[src/hw/fetch_pkg.sv]
package fetch_pkg;

    // cache geometry, index taken over halfword addresses
    localparam int INDEX_BITS = 6;
    localparam int CACHE_SIZE = 1 << INDEX_BITS;
    localparam int TAG_BITS   = 32 - INDEX_BITS - 1;

    // credits the memory grants after reset
    localparam int MEM_CREDITS = 2;

    typedef logic [31:0] addr_t;
    typedef logic [31:0] word_t;

    // wide enough to hold MEM_CREDITS itself
    typedef logic [$clog2(MEM_CREDITS + 1)-1:0] credit_t;

    typedef enum logic [1:0] {
        FILL_IDLE,  // no miss in service
        FILL_SEND,  // address latched, waiting for a credit
        FILL_WAIT   // request sent, waiting for the response
    } fill_state_e;

endpackage

[src/hw/miss_if.sv]
`timescale 1ns/1ps

interface miss_if;
    import fetch_pkg::*;

    logic        miss_valid;  // held until the fill for miss_addr arrives
    addr_t       miss_addr;
    logic        fill_valid;
    addr_t       fill_addr;
    word_t       fill_data;   // {halfword at addr+2, halfword at addr}
    fill_state_e fill_state;

    modport requester (
        output miss_valid,
        output miss_addr,
        input  fill_valid,
        input  fill_addr,
        input  fill_data,
        input  fill_state
    );

    modport filler (
        input  miss_valid,
        input  miss_addr,
        output fill_valid,
        output fill_addr,
        output fill_data,
        output fill_state
    );

    modport cache (
        input fill_valid,
        input fill_addr,
        input fill_data
    );

endinterface

[src/hw/fetch_align.sv]
`timescale 1ns/1ps

module fetch_align (
    input  logic             clk_in,
    input  logic             rst_in,
    input  logic             redirect_valid,
    input  fetch_pkg::addr_t redirect_pc,
    output fetch_pkg::addr_t lookup_addr,
    input  logic             hit_lo,
    input  logic             hit_hi,
    input  fetch_pkg::word_t lookup_data,
    miss_if.requester        port,
    output logic             inst_valid,
    output fetch_pkg::word_t inst,
    output fetch_pkg::word_t inst_pc,
    output logic             inst_compressed,
    input  logic             inst_ready
);
    import fetch_pkg::*;

    addr_t       pc_q;
    addr_t       pc_plus2;
    logic        fill_at_pc;
    logic        fill_below_pc;
    logic        fill_at_next;
    logic        lo_ok;
    logic        hi_ok;
    logic [15:0] lo_half;
    logic [15:0] hi_half;
    logic        is_rvc;
    logic        avail;
    logic        accept;
    logic        miss_q;
    addr_t       miss_addr_q;

    assign lookup_addr = pc_q;
    assign pc_plus2    = pc_q + 32'd2;

    // where a fill word sits relative to the pc
    assign fill_at_pc    = port.fill_valid && (port.fill_addr == pc_q);
    assign fill_below_pc = port.fill_valid && (port.fill_addr + 32'd2 == pc_q);
    assign fill_at_next  = port.fill_valid && (port.fill_addr == pc_plus2);

    always_comb begin
        lo_ok   = hit_lo;
        lo_half = lookup_data[15:0];
        hi_ok   = hit_hi;
        hi_half = lookup_data[31:16];
        if (!hit_lo) begin
            if (fill_at_pc) begin
                lo_ok   = 1'b1;
                lo_half = port.fill_data[15:0];
            end else if (fill_below_pc) begin
                lo_ok   = 1'b1;
                lo_half = port.fill_data[31:16];
            end
        end
        if (!hit_hi) begin
            if (fill_at_pc) begin
                hi_ok   = 1'b1;
                hi_half = port.fill_data[31:16];
            end else if (fill_at_next) begin
                hi_ok   = 1'b1;
                hi_half = port.fill_data[15:0];
            end
        end
    end

    assign is_rvc = (lo_half[1:0] != 2'b11);
    assign avail  = lo_ok && (is_rvc || hi_ok);
    assign accept = inst_valid && inst_ready;

    assign inst_valid      = avail && !redirect_valid;
    assign inst            = is_rvc ? {16'h0, lo_half} : {hi_half, lo_half};
    assign inst_pc         = pc_q;
    assign inst_compressed = is_rvc;

    always_ff @(posedge clk_in) begin
        if (rst_in) begin
            pc_q <= '0;
        end else if (redirect_valid) begin
            pc_q <= redirect_pc;
        end else if (accept) begin
            pc_q <= is_rvc ? pc_plus2 : pc_q + 32'd4;
        end
    end

    // wait for an idle fill unit, an in-flight word for the pc then arrives on the bypass
    always_ff @(posedge clk_in) begin
        if (rst_in) begin
            miss_q <= 1'b0;
        end else if (redirect_valid) begin
            miss_q <= 1'b0;
        end else if (miss_q) begin
            if (port.fill_valid && port.fill_addr == miss_addr_q) begin
                miss_q <= 1'b0;
            end
        end else if (!avail && port.fill_state == FILL_IDLE) begin
            miss_q <= 1'b1;
        end
    end

    always_ff @(posedge clk_in) begin
        if (!miss_q && !avail) begin
            miss_addr_q <= pc_q;
        end
    end

    assign port.miss_valid = miss_q;
    assign port.miss_addr  = miss_addr_q;

endmodule

[src/flat_wrapper.sv]
// flat-port wrapper written by rule: the top's interface ports become plain ports
module fetch_align_flat import fetch_pkg::*;
  (clk_in, rst_in, redirect_valid, redirect_pc, lookup_addr, hit_lo, hit_hi, lookup_data, inst_valid, inst, inst_pc, inst_compressed, inst_ready, port_miss_valid, port_miss_addr, port_fill_valid, port_fill_addr, port_fill_data, port_fill_state);
  miss_if port_i ();
  input  logic clk_in;
  input  logic rst_in;
  input  logic redirect_valid;
  input  fetch_pkg::addr_t redirect_pc;
  output fetch_pkg::addr_t lookup_addr;
  input  logic hit_lo;
  input  logic hit_hi;
  input  fetch_pkg::word_t lookup_data;
  output logic inst_valid;
  output fetch_pkg::word_t inst;
  output fetch_pkg::word_t inst_pc;
  output logic inst_compressed;
  input  logic inst_ready;
  output wire logic [$bits(port_i.miss_valid)-1:0] port_miss_valid;
  output wire logic [$bits(port_i.miss_addr)-1:0] port_miss_addr;
  input wire logic [$bits(port_i.fill_valid)-1:0] port_fill_valid;
  input wire logic [$bits(port_i.fill_addr)-1:0] port_fill_addr;
  input wire logic [$bits(port_i.fill_data)-1:0] port_fill_data;
  input wire logic [$bits(port_i.fill_state)-1:0] port_fill_state;
  assign port_miss_valid = port_i.miss_valid;
  assign port_miss_addr = port_i.miss_addr;
  assign port_i.fill_valid = port_fill_valid;
  assign port_i.fill_addr = port_fill_addr;
  assign port_i.fill_data = port_fill_data;
  assign port_i.fill_state = port_fill_state;
  fetch_align u_core (.clk_in(clk_in), .rst_in(rst_in), .redirect_valid(redirect_valid), .redirect_pc(redirect_pc), .lookup_addr(lookup_addr), .hit_lo(hit_lo), .hit_hi(hit_hi), .lookup_data(lookup_data), .port(port_i), .inst_valid(inst_valid), .inst(inst), .inst_pc(inst_pc), .inst_compressed(inst_compressed), .inst_ready(inst_ready));
endmodule
[config.mk]
export PLATFORM = sky130hd
export DESIGN_NAME = fetch_align_flat
export DESIGN_NICKNAME = d
export VERILOG_FILES = /design/src/hw/fetch_pkg.sv /design/src/hw/miss_if.sv /design/src/hw/fetch_align.sv /design/src/flat_wrapper.sv
export SDC_FILE = /design/constraint.sdc
export NUM_CORES = 1
export LEC_CHECK = 0
export BUFFER_PORTS_ARGS = -buffer_cell sky130_fd_sc_hd__buf_4
export CORE_ASPECT_RATIO = 1.2
export CORE_MARGIN = 4
export CORE_UTILIZATION = 45
export DETAILED_ROUTE_END_ITERATION = 10
export PLACE_DENSITY = 0.78
export SLEW_MARGIN = 20
export SYNTH_ARGS = -nofsm -noshare
export SYNTH_HDL_FRONTEND = slang
export SYNTH_SLANG_ARGS = --single-unit
[constraint.sdc]
create_clock -name clk_in -period 5.18 [get_ports clk_in]
set_clock_uncertainty 0.05 [all_clocks]
set_input_delay 1.036 -clock clk_in [delete_from_list [all_inputs] [get_ports clk_in]]
set_output_delay 1.036 -clock clk_in [all_outputs]
set_load 0.02 [all_outputs]
==> results.json <==
{
  "grt_use_total_pct": 32.1,
  "ys_async_sr_fraction_pct": 0,
  "reg2regPathDepth": 14,
  "synth-compound-area-share_pct": 22.0,
  "fin_area_mm2": 0.00968,
  "fin_tns_setup_ns": 0,
  "dp_hpwl_um": 22700,
  "portBuffers": 267,
  "gp_congestion": 0.979,
  "grt_pass1_vias": 7749,
  "synth_seq_area_share_pct": 24.2,
  "power_density_mw_per_mm2": 208,
  "finalSetupViolCount": 0,
  "dpl_cell_area_mm2": 0.00920,
  "hold_viol": 0,
  "synth_edf_count": 32,
  "first_iter_violations": 779,
  "reg2reg_from": "u_core.inst_pc[29]$_SDFFE_PP0P_",
  "core_area_mm2": 0.0145,
  "p_total_mw": 2.01,
  "synthCells": 860,
  "grt_antenna_before_repair": 0,
  "routed_wl_um": 28700,
  "io_pins": 268,
  "overflow": 0,
  "slew_headroom_pct": 39.9,
  "end_kind": "output port",
  "setup_ws_ns": 0.0519,
  "htreeDepth": 3,
  "n_antenna_cell": 0,
  "max-clock-path-buffers": 2,
  "routedWlPerCell_um": 21.7,
  "synth_flop_cell": "dfxtp_1",
  "die_w_um": 119,
  "synth_xor_area_share_pct": 12.2,
  "synth_top_family_by_area": "simple AND/OR/NAND/NOR gates",
  "min-delay-start": "u_core.inst_pc[0]$_SDFFE_PP0P_",
  "fin_crit_sh_pct": 99.0,
  "clkTransAtPathRegs_ns": 0.06,
  "synth.mux.area_fraction_pct": 0.598,
  "drive_above_1_share_pct": 38.8,
  "fp.dieH_um": 142,
  "arrival_ns": 4.04,
  "floorplan.die_area_mm2": 0.0169,
  "grt_max_degree": 33,
  "yosysWarnings": 0,
  "synth_cell_types": 80,
  "max_freq_mhz": 195,
  "report.final.slew_viol_count": 0,
  "synthSimpleGateAreaFrac_pct": 31.0,
  "vias": 8111,
  "dp_slack_ns": 0.0321,
  "path_class": "in2out",
  "placementRows": 48,
  "clkLatencyLatePin_ns": 0.35,
  "reg2reg_slack_ns": 0.72,
  "cts_root_buffer": "clkbuf_16",
  "synth_adder_area_share_pct": 0.561,
  "syn_area_per_cell_um2": 7.78,
  "start_util_pct": 46.2,
  "cts_tree": "yes",
  "leakage_nw": 3.86,
  "start_kind": "input pin",
  "r2r-end": "u_core.inst_pc[22]$_SDFFE_PP0P_",
  "holdBufCountCts": 0,
  "drv_cap": 0,
  "grt_pass1_wl_um": 42800,
  "required_ns": 4.09,
  "syn-cell-area_mm2": 0.00669,
  "cp_max_fo": 8,
  "ys_seq_elements": 65,
  "hold_path_depth": 0,
  "cts.sinks": 65,
  "syn_nets": 1000,
  "fin_nets": 1256,
  "area_growth_pct": 44.7,
  "first_pass_iters": 5,
  "cts_buffers": 9,
  "status": "finished clean",
  "layout_commonest_cell": "buf_4",
  "whs_endpoint": "u_core.port.miss_addr[0]$_DFFE_PP_",
  "layout_common_cells": "340 x buf_4, 89 x nor2_1, 52 x xnor2_1, 47 x nand2_1, 38 x nand4_1",
  "max-vdd-ir-drop_v": 0.000157,
  "tightestPinTransition_ns": 0.901,
  "drc_errors": 0,
  "antenna_left": 0,
  "hold_ws_ns": 0.508,
  "vias_per_cell": 6.14,
  "min_path_type": "reg2reg",
  "period_minus_slack_ns": 5.13
}
[power breakdown]
| group | total (mW) | switching [mW] | leakage [nW] | internal [mW] |
|---|---|---|---|---|
| registers | 0.642 | 0.0557 | 0.605 | 0.587 |
| logic | 0.738 | 0.410 | 3.11 | 0.328 |
| clock network | 0.632 | 0.255 | 0.143 | 0.377 |
| total | 2.01 | 0.721 | 3.86 | 1.29 |
[state kept, by name, summed over array words and instances, names as in the netlist]
name,cells
u_core.port.miss_valid,1
u_core.inst_pc,32
u_core.port.miss_addr,32
[per-layer routing]
metal  track usage (%)  up-vias  share of wire (%)
met1              36.3     3797                 35
li1                  -     3723                  -
met2              57.0      511                 50
met4              16.6        0                4.9
met5                 0        -                  0
met3              6.74       80                 10
[worst max-delay path: stages]
cell and delay [ns]:
buf_4 0.12, nand4_4 0.11, or4_4 0.56, or4b_1 0.48, nand3_1 0.10, o211ai_1 0.13, or4_1 0.55, o31a_1 0.27
or2_4 0.27, clkinv_4 0.08, buf_12 0.14, nor3_2 0.05, buf_4 0.15
[per-stage QoR]
| stage | utilization [%] | std cells |
|---|---|---|
| 6_report | 66.9 | 1321 |
| 5_1_grt | 66.9 | 1321 |
| 3_5_place_dp | 63.5 | 1302 |
| 2_1_floorplan | - | 860 |
| 3_3_place_gp | 63.5 | 1302 |
| 4_1_cts | 65.6 | 1318 |
[area by class of cell]
cell class	instances	area, µm²
repair buffers	348	2690
clock inverters	7	77.6
fillers	1239	4790
multi-input cells	672	4730
well taps	200	250
clock buffers	9	225
flip-flops and latches	65	1630
inverters	20	80.1
[how the worst max path moves through the flow]
stage,cells past startpoint,start,slack [ns],end
2_1_floorplan,14,port_fill_addr[10],-0.05,inst[22]
3_3_place_gp,13,port_fill_addr[30],0.08,inst[31]
3_5_place_dp,13,port_fill_addr[10],0.03,inst[26]
4_1_cts,13,port_fill_addr[10],0.02,inst[26]
5_1_grt,15,port_fill_addr[1],-0.01,inst[2]
6_report,13,port_fill_addr[6],0.05,inst[16]
[logic make-up after synthesis]
| kind of cell | count (synthesis) |
|---|---|
| simple gates | 376 |
| compound gates | 196 |
| buf+inv | 123 |
| xor+xnor | 93 |
| flops | 65 |
| mux | 4 |
| fa+ha+maj | 3 |
[timing repair]
item,in CTS,in global routing
setup buffers,0,2
gates resized for setup,0,31
endpoints found under the setup margin,0,34
[synthesized netlist by cell type, types with 5 or more instances]
| cell type | count | area (µm²) |
|---|---|---|
| nor2_1 | 90 | 338 |
| or4_1 | 15 | 113 |
| edfxtp_1 | 32 | 961 |
| clkbuf_1 | 46 | 173 |
| a31oi_1 | 6 | 37.5 |
| o31ai_1 | 16 | 120 |
| o22ai_1 | 17 | 106 |
| a21oi_1 | 33 | 165 |
| o211ai_1 | 7 | 52.6 |
| a311oi_1 | 21 | 184 |
| buf_2 | 14 | 70.1 |
| xnor2_1 | 53 | 464 |
| nand2_1 | 48 | 180 |
| dfxtp_1 | 33 | 661 |
| nand3_1 | 30 | 150 |
| and3_1 | 15 | 93.8 |
| inv_1 | 19 | 71.3 |
| nor2b_1 | 15 | 93.8 |
| or3_1 | 14 | 87.6 |
| xor2_1 | 40 | 350 |
| o21a_1 | 5 | 37.5 |
| nor4b_1 | 5 | 43.8 |
| buf_1 | 5 | 18.8 |
| or2_2 | 5 | 31.3 |
| o31a_1 | 6 | 52.6 |
| nor4_1 | 23 | 144 |
| nand2b_1 | 8 | 50.1 |
| and4_1 | 11 | 96.3 |
| o22a_1 | 18 | 158 |
| buf_4 | 32 | 240 |
| nor3_1 | 35 | 175 |
| nand4_1 | 38 | 238 |
| o21ai_0 | 16 | 80.1 |
Note: power is estimated with default switching activity, not from simulation.
