===== src/hw/fetch_pkg.sv =====
package fetch_pkg;

    // cache geometry, index taken over halfword addresses
    localparam int INDEX_BITS = 6;
    localparam int CACHE_SIZE = 1 << INDEX_BITS;
    localparam int TAG_BITS   = 32 - INDEX_BITS - 1;

    // credits the memory grants after reset
    localparam int MEM_CREDITS = 2;

    typedef logic [31:0] addr_t;
    typedef logic [31:0] word_t;

    // wide enough to hold MEM_CREDITS itself
    typedef logic [$clog2(MEM_CREDITS + 1)-1:0] credit_t;

    typedef enum logic [1:0] {
        FILL_IDLE,  // no miss in service
        FILL_SEND,  // address latched, waiting for a credit
        FILL_WAIT   // request sent, waiting for the response
    } fill_state_e;

endpackage


===== src/hw/miss_if.sv =====
`timescale 1ns/1ps

interface miss_if;
    import fetch_pkg::*;

    logic        miss_valid;  // held until the fill for miss_addr arrives
    addr_t       miss_addr;
    logic        fill_valid;
    addr_t       fill_addr;
    word_t       fill_data;   // {halfword at addr+2, halfword at addr}
    fill_state_e fill_state;

    modport requester (
        output miss_valid,
        output miss_addr,
        input  fill_valid,
        input  fill_addr,
        input  fill_data,
        input  fill_state
    );

    modport filler (
        input  miss_valid,
        input  miss_addr,
        output fill_valid,
        output fill_addr,
        output fill_data,
        output fill_state
    );

    modport cache (
        input fill_valid,
        input fill_addr,
        input fill_data
    );

endinterface


===== src/hw/line_fill.sv =====
`timescale 1ns/1ps

module line_fill (
    input  logic             clk_in,
    input  logic             rst_in,
    miss_if.filler           port,
    output logic             mem_req_valid,
    output fetch_pkg::addr_t mem_req_addr,
    input  logic             mem_credit,
    input  logic             mem_resp_valid,
    input  fetch_pkg::word_t mem_resp_data
);
    import fetch_pkg::*;

    fill_state_e state_q;
    fill_state_e state_d;
    addr_t       req_addr_q;
    credit_t     credits_q;
    logic        can_send;

    assign can_send      = (credits_q != '0);
    assign mem_req_valid = (state_q == FILL_SEND) && can_send;
    assign mem_req_addr  = req_addr_q;

    // response forwarded in the same cycle it arrives
    assign port.fill_valid = (state_q == FILL_WAIT) && mem_resp_valid;
    assign port.fill_addr  = req_addr_q;
    assign port.fill_data  = mem_resp_data;
    assign port.fill_state = state_q;

    always_comb begin
        state_d = state_q;
        case (state_q)
            FILL_IDLE: begin
                if (port.miss_valid) begin
                    state_d = FILL_SEND;
                end
            end
            FILL_SEND: begin
                if (can_send) begin
                    state_d = FILL_WAIT;
                end
            end
            FILL_WAIT: begin
                if (mem_resp_valid) begin
                    state_d = FILL_IDLE;
                end
            end
            default: state_d = FILL_IDLE;
        endcase
    end

    always_ff @(posedge clk_in) begin
        if (rst_in) begin
            state_q <= FILL_IDLE;
        end else begin
            state_q <= state_d;
        end
    end

    // address is only looked at outside FILL_IDLE
    always_ff @(posedge clk_in) begin
        if (state_q == FILL_IDLE && port.miss_valid) begin
            req_addr_q <= port.miss_addr;
        end
    end

    always_ff @(posedge clk_in) begin
        if (rst_in) begin
            credits_q <= credit_t'(MEM_CREDITS);
        end else begin
            case ({mem_req_valid, mem_credit})
                2'b10: credits_q <= credits_q - 1'b1;
                2'b01: begin
                    if (credits_q != credit_t'(MEM_CREDITS)) begin
                        credits_q <= credits_q + 1'b1;  // saturate at grant
                    end
                end
                default: credits_q <= credits_q;  // none, or spend and return together
            endcase
        end
    end

endmodule


===== src/flat_wrapper.sv =====
// flat-port wrapper written by rule: the top's interface ports become plain ports
module line_fill_flat import fetch_pkg::*;
  (clk_in, rst_in, mem_req_valid, mem_req_addr, mem_credit, mem_resp_valid, mem_resp_data, port_miss_valid, port_miss_addr, port_fill_valid, port_fill_addr, port_fill_data, port_fill_state);
  miss_if port_i ();
  input  logic clk_in;
  input  logic rst_in;
  output logic mem_req_valid;
  output fetch_pkg::addr_t mem_req_addr;
  input  logic mem_credit;
  input  logic mem_resp_valid;
  input  fetch_pkg::word_t mem_resp_data;
  input wire logic [$bits(port_i.miss_valid)-1:0] port_miss_valid;
  input wire logic [$bits(port_i.miss_addr)-1:0] port_miss_addr;
  output wire logic [$bits(port_i.fill_valid)-1:0] port_fill_valid;
  output wire logic [$bits(port_i.fill_addr)-1:0] port_fill_addr;
  output wire logic [$bits(port_i.fill_data)-1:0] port_fill_data;
  output wire logic [$bits(port_i.fill_state)-1:0] port_fill_state;
  assign port_i.miss_valid = port_miss_valid;
  assign port_i.miss_addr = port_miss_addr;
  assign port_fill_valid = port_i.fill_valid;
  assign port_fill_addr = port_i.fill_addr;
  assign port_fill_data = port_i.fill_data;
  assign port_fill_state = port_i.fill_state;
  line_fill u_core (.clk_in(clk_in), .rst_in(rst_in), .port(port_i), .mem_req_valid(mem_req_valid), .mem_req_addr(mem_req_addr), .mem_credit(mem_credit), .mem_resp_valid(mem_resp_valid), .mem_resp_data(mem_resp_data));
endmodule

===== config.mk =====
export PLATFORM = sky130hd
export DESIGN_NAME = line_fill_flat
export DESIGN_NICKNAME = d
export VERILOG_FILES = /design/src/hw/fetch_pkg.sv /design/src/hw/miss_if.sv /design/src/hw/line_fill.sv /design/src/flat_wrapper.sv
export SDC_FILE = /design/constraint.sdc
export NUM_CORES = 1
export LEC_CHECK = 0
export ABC_AREA = 1
export BUFFER_PORTS_ARGS = -buffer_cell sky130_fd_sc_hd__buf_4
export CORE_MARGIN = 8
export CORE_UTILIZATION = 39
export DETAILED_ROUTE_END_ITERATION = 10
export GPL_TIMING_DRIVEN = 0
export HOLD_SLACK_MARGIN = 0.08
export PLACE_DENSITY = 0.88
export SYNTH_ARGS = -nofsm -noshare
export SYNTH_HDL_FRONTEND = slang
export SYNTH_SLANG_ARGS = --single-unit
export TNS_END_PERCENT = 100

===== constraint.sdc =====
create_clock -name clk_in -period 3.9 [get_ports clk_in]
set_input_delay 0.39 -clock clk_in [delete_from_list [all_inputs] [get_ports clk_in]]
set_output_delay 0.39 -clock clk_in [all_outputs]
set_load 0.03 [all_outputs]

==> flow_summary_export.csv, run 1 <==
group,metric,value,unit
status,status,"completed",
worst_setup_path,r2r_setup_slack,2.09,ns
timing,max_freq,552,MHz
placed_design,hpwl,4.44,mm
placed_design,port_buffers,136,
die,start_util,0.398,
placed_design,pre_cts_ws,2.06,ns
global_routing,grt_pass1_vias,1400,
die,die_y,82.2,um
pwr,power,1.18,mW
worst_hold_path,holdPathEnd,"u_core.mem_req_addr[1]",
logic_synthesis,postSynthAreaPerCell,12.8,sq um
cts,insertion_delay,0.28,ns
pwr,ir_drop,0.195,mV
timing,rsz0062_at_grt,"false",
placed_design,placed_cells,321,
flow_run,cap_violations,0,
timing,finClkSkew,0.00578,ns
cts,cts_setup_buffers,0,
placed_design,gp_congestion,0.695,
global_routing,overflow,0,
cts,clk_pin_slew,0.07,ns
cts,htree_levels,2,
worst_hold_path,hold_depth,1,
logic_synthesis,synth_area_leaders,"edfxtp_1 (56%), buf_4 (28%), dfxtp_1 (4.7%), nand2_1 (1.3%), nand2_4 (1.3%)",
cells_and_area,final_nets,345,
cells_and_area,n_fill_cell,342,
routing,via_per_inst,4.05,
worst_setup_path,cp.required,3.79,ns
worst_setup_path,r2r_cells,3,
cells_and_area,multi_input_area,154,sq um
logic_synthesis,ys_top_cells_by_count,"buf_4 (64), edfxtp_1 (32), nand2_1 (6), inv_1 (5), nor2_1 (5)",
cts,ctsLongestPathBuffers,2,
routing,antenna_left,0,
timing,slew_headroom,0.208,
timing,period_minus_slack,1.81,ns
global_routing,grt_max_degree,33,
logic_synthesis,yosys.area.top_type,"edfxtp_1",
cells_and_area,diodes,0,
global_routing,grt_pass1_wl,6.91,mm
cells_and_area,area_growth,69.9,%
worst_setup_path,start_kind,"register",
routing,drt_iter0_drc,39,
logic_synthesis,synth.ff_latch_count,36,
cts,cts_tree,"done",
logic_synthesis,syn_area,1710,sq um
worst_setup_path,worstSetupPathType,"reg -> reg",
timing,setup_slack,2.09,ns
logic_synthesis,syn-num-nets,202,
global_routing,grtUsageTotal,0.137,
timing,hold_ws,0.281,ns
logic_synthesis,ys_async_sr_fraction,0,
routing,wirelength,5.09,mm
pwr,leakage,1.47,nW
routing,dr.pass1.iters,4,
cts,cts_root_buf,"clkbuf_8",
timing,hold_violations,0,
worst_hold_path,worstHoldStart,"port_miss_addr[1]",
logic_synthesis,synth.top_cell.area_share,0.563,
worst_hold_path,hp-class,"in -> reg",
worst_setup_path,endpoint_kind,"register",
timing,finalSetupViolations,0,
timing,worst_pin_slew,1.19,ns
cells_and_area,drive_above_1_share,0.780,
cells_and_area,seq_area,1040,sq um
logic_synthesis,seq_area_frac_synth,0.610,
logic_synthesis,yosysUniqueCellTypes,15,
die,num_rows,24,
cts,holdBufCountCts,0,
routing,wire_per_inst,15.5,um
logic_synthesis,synthCells,133,
timing,setup_tns,0,ns
timing,slew_violations,0,
global_routing,antenna_found_initial,0,
worst_setup_path,r2r_start,"u_core.port.fill_state[1]",
cts,cts_buffers,5,
worst_setup_path,worstPathMaxFanout,32,
die,ios,169,
logic_synthesis,yosys_warnings,0,
worst_setup_path,r2r-end,"u_core.mem_req_addr[17]",
logic_synthesis,ys.flop_type,"edfxtp_1",
timing,post-route-period-util,0.464,
routing,num_vias,1333,
cells_and_area,fin_cells,329,
logic_synthesis,synth_edf_count,32,
cts,cts_num_sinks,36,
cts,cts_resized,0,
routing,drc,0,
pwr,power_density,406,nW/um^2
die,core,4290,sq um
worst_setup_path,worstPathArrival,1.70,ns
die,die_area,6750,sq um
die,die_w,82.2,um
logic_synthesis,synth.most_common_cell,"buf_4",
==> layer usage <==
metal  global-route usage  routed length, um  up-vias
met5                    0                  0        -
met4               0.0421                 53        0
met3               0.0606                628        8
met2                0.271               3010       80
met1                0.119               1400      586
li1                     -                  -      659
==> worst max-delay path: stages, from the launching register on <==
cell and delay (ns):
dfxtp_1 0.36, nor2_1 0.13, nand2_1 0.07, inv_1 0.85
==> per-stage QoR <==
step,cell area [sq um],util
6_report,2900,0.676
5_1_grt,2900,0.676
4_1_cts,2900,0.676
3_5_place_dp,2790,0.651
3_3_place_gp,2790,0.651
2_1_floorplan,1710,-
==> power by group <==
part	switching, mW	internal (mW)	total [mW]
sequential	0.0201	0.459	0.479
combinational	0.218	0.164	0.381
clock	0.127	0.190	0.317
==> placed cells by master, fill, tap and decap left out <==
| master | count |
|---|---|
| nand3_4 | 1 |
| buf_4 | 200 |
| inv_1 | 5 |
| nand4_1 | 1 |
| nand2_1 | 6 |
| nor2_1 | 5 |
| clkinv_2 | 1 |
| nor2_4 | 1 |
| inv_4 | 1 |
| nand3_2 | 2 |
| edfxtp_1 | 32 |
| dfxtp_1 | 4 |
| nand2_4 | 2 |
| nand3_1 | 4 |
| inv_2 | 2 |
| clkbuf_8 | 5 |
| a21oi_1 | 3 |
| clkbuf_1 | 1 |
| bufinv_16 | 1 |
==> registers in the layout, summed over array words and instances (netlist names) <==
signal and cells:
u_core.credits_q 2, u_core.port.fill_state 2, u_core.mem_req_addr 32
==> cell families after synthesis <==
logic type             Yosys count  synth area share
buffers and inverters           72             0.300
DFF                             36             0.610
and+or+nand+nor                 22            0.0813
AOI/OAI and AO/OA                3           0.00879
==> how the worst max path moves through the flow <==
stage | start | to | cells after the start
6_report | u_core.port.fill_state[1] | u_core.mem_req_addr[17] | 3
5_1_grt | u_core.port.fill_state[1] | u_core.mem_req_addr[23] | 3
4_1_cts | u_core.port.fill_state[1] | u_core.mem_req_addr[18] | 3
3_5_place_dp | u_core.port.fill_state[1] | u_core.mem_req_addr[11] | 3
3_3_place_gp | u_core.port.fill_state[1] | u_core.mem_req_addr[24] | 3
2_1_floorplan | u_core.port.fill_state[1] | u_core.mem_req_addr[0] | 3
==> layout make-up <==
class,count,share of cell area
sequential,36,0.359
inverter,8,0.0112
timing repair buffer,136,0.352
tap,52,0.0224
multi-input combinational,25,0.0530
clock buffer,6,0.0250
clock inverter,2,0.0121
buffer,64,0.166
No activity file was read; power rests on OpenSTA's default activity.
==> run 2: changes to the inputs <==
- ABC_AREA: 1 -> 0
- CORE_UTILIZATION: 39 -> 35
- PLACE_DENSITY: 0.88 -> 0.81
- clock period: 3.9 -> 1.8 ns (I/O delays scaled with it)
==> run 2 against run 1 <==
Effect of this change: non-clock buffer count is 37 higher; worst hold slack worse by 0.099 ns; sequential cell count stayed put; critical path depth stayed put.
==> flow_summary_export.csv, run 2 <==
group,metric,value,unit
timing,setup_slack,0.374,ns
pwr,seq_power_share,0.400,
cts,cts_buffers,5,
cells_and_area,seq_area,1040,sq um
flow_run,cap_violations,0,
cells_and_area,final_common_cell,"buf_4",
pwr,ir_drop,0.517,mV
die,die_w,84.9,um
routing,via_per_inst,4.01,
cts,insertion_delay,0.28,ns
routing,wire_per_inst,15.4,um
pwr,sw_frac_of_total,0.297,
worst_setup_path,endpoint_kind,"output port",
cts,clk_pin_slew,0.07,ns
logic_synthesis,synth_edf_count,32,
pwr,power_density,791,nW/um^2
global_routing,overflow,0,
logic_synthesis,syn_area,1660,sq um
worst_hold_path,hp-class,"in -> reg",
placed_design,placed_cell_area,2770,sq um
worst_hold_path,worstHoldStart,"mem_credit",
logic_synthesis,syn-num-nets,190,
pwr,switchingPower,0.762,mW
pwr,p_clk_frac,0.266,
logic_synthesis,yosys_warnings,0,
logic_synthesis,yosys.area.top_type,"edfxtp_1",
logic_synthesis,synth_area_leaders,"edfxtp_1 (58%), buf_4 (29%), dfxtp_1 (4.8%), nor3b_1 (1.4%), mux2i_1 (0.60%)",
worst_setup_path,worst-path-buf-inv,1,
timing,slew_violations,0,
cells_and_area,drive_above_1_share,0.709,
logic_synthesis,synth.ff_latch_count,36,
worst_setup_path,r2r-end,"u_core.mem_req_addr[20]",
logic_synthesis,postSynthAreaPerCell,13.7,sq um
die,start_util,0.356,
placed_design,hpwl,4.28,mm
timing,finClkSkew,0.00618,ns
worst_setup_path,cp_cell_sequence,"nand2b_1, nor2_1, buf_4",
worst_setup_path,timing.critical_path.depth,3,
die,die_area,7200,sq um
global_routing,antenna_found_initial,0,
timing,slew_headroom,0.772,
routing,antenna_left,0,
placed_design,gp_congestion,0.685,
worst_setup_path,r2r_start,"u_core.port.fill_state[0]",
cts,htree_levels,2,
timing,worst_pin_slew,0.342,ns
cts,cts_num_sinks,36,
cells_and_area,final_nets,370,
worst_hold_path,hold_depth,3,
routing,wirelength,5.48,mm
cells_and_area,multi_input_area,149,sq um
worst_setup_path,slowest_delay,0.48,ns
timing,hold_ws,0.182,ns
logic_synthesis,ys.flop_type,"edfxtp_1",
timing,period_minus_slack,1.43,ns
placed_design,port_buffers,136,
die,ios,169,
logic_synthesis,yosysUniqueCellTypes,19,
logic_synthesis,seq_area_frac_synth,0.627,
worst_setup_path,worstPathArrival,1.25,ns
global_routing,grt_max_degree,19,
worst_setup_path,r2r_setup_slack,0.53,ns
routing,drt_iter0_drc,35,
placed_design,pre_cts_ws,0.0706,ns
routing,dr.pass1.iters,4,
timing,finalSetupViolations,0,
die,die_y,84.9,um
worst_setup_path,worstSetupPathType,"reg -> out",
timing,max_freq,701,MHz
logic_synthesis,ys_top_cells_by_count,"buf_4 (64), edfxtp_1 (32), dfxtp_1 (4), nor3b_1 (3)",
timing,rsz0062_at_grt,"false",
cells_and_area,largest_reg_flops,32,
pwr,power.internal,1.81,mW
cts,ctsLongestPathBuffers,2,
cells_and_area,fin_cells,356,
worst_setup_path,start_kind,"register",
logic_synthesis,ys_async_sr_fraction,0,
die,core,4660,sq um
routing,num_vias,1427,
worst_setup_path,cp_top_family,"flip-flops",
cells_and_area,diodes,0,
cells_and_area,final_area,3250,sq um
timing,setup_tns,0,ns
worst_setup_path,critPathSlowestCell,"dfxtp_1",
global_routing,grt_pass1_wl,8.16,mm
pwr,power,2.57,mW
worst_setup_path,r2r_cells,2,
worst_setup_path,cp.required,1.62,ns
cts,cts_tree,"done",
cts,cts_resized,0,
placed_design,placed_cells,312,
timing,post-route-period-util,0.792,
worst_hold_path,holdPathEnd,"u_core.credits_q[0]",
logic_synthesis,synth.top_cell.area_share,0.579,
routing,drc,0,
worst_setup_path,worstPathMaxFanout,7,
cells_and_area,n_fill_cell,347,
cells_and_area,final_util,0.697,
logic_synthesis,synthCells,121,
global_routing,grtUsageTotal,0.146,
logic_synthesis,synth.most_common_cell,"buf_4",
pwr,power_frac_comb,0.334,
global_routing,grt_pass1_vias,1540,
cells_and_area,mostFrequentLayoutCells,"buf_4 (202), dlygate4sd3_1 (33), edfxtp_1 (32)",
timing,hold_violations,0,
cts,cts_root_buf,"clkbuf_8",
status,status,"completed",
die,num_rows,25,
pwr,leakage,1.57,nW
cells_and_area,area_growth,95.7,%
## run 2: power groups by stage
stage	Combinational [mW]	Sequential (mW)	Clock, mW
floorplan	0.361	1.15	0
global placement	0.768	1.04	0
detailed placement	0.785	1.05	0
CTS	0.846	1.03	0.708
global route	0.897	1.03	0.742
finish	0.858	1.03	0.683
## run 2: worst reg2reg max path, cell delays in order, from the launching register on
cell and delay [ns]:
dfxtp_1 0.39, nor3b_4 0.38, buf_8 0.21
## run 2: cell families after synthesis
family | after synthesis | synth area share
buf+inv | 64 | 0.290
compound gates | 5 | 0.0211
mux | 1 | 0.00603
simple gates | 15 | 0.0558
flops | 36 | 0.627
## run 2: layout make-up
class / instances / area share
Sequential cell: 36 / 0.321
Tap cell: 54 / 0.0208
Multi-Input combinational cell: 21 / 0.0459
Clock inverter: 2 / 0.0108
Buffer: 64 / 0.148
Clock buffer: 6 / 0.0224
Timing Repair Buffer: 173 / 0.432
## run 2: worst max-delay path by stage
stage | start | endpoint | slack (ns)
after floorplan | u_core.port.fill_state[0] | u_core.mem_req_addr[0] | 0.00007
after global placement | u_core.port.fill_state[1] | u_core.mem_req_addr[0] | -0.19
after detailed placement | u_core.port.fill_state[0] | u_core.mem_req_addr[20] | 0.07
after CTS | u_core.port.fill_state[0] | u_core.mem_req_addr[22] | 0.05
after global routing | u_core.port.fill_state[0] | mem_req_valid | 0.26
final | u_core.port.fill_state[0] | mem_req_valid | 0.37
## run 2: per-layer routing
metal,share of wire,vias up,track usage
met1,0.32,640,0.126
li1,-,707,-
met4,0.0057,0,0.0291
met5,0,-,0
met2,0.59,74,0.293
met3,0.085,6,0.0685
## run 2: what timing repair did
action / in CTS / in global routing
endpoints found under the setup margin: 0 / 15
setup buffers: 0 / 3
hold endpoints to repair: 34 / 0
hold buffers: 33 / 0
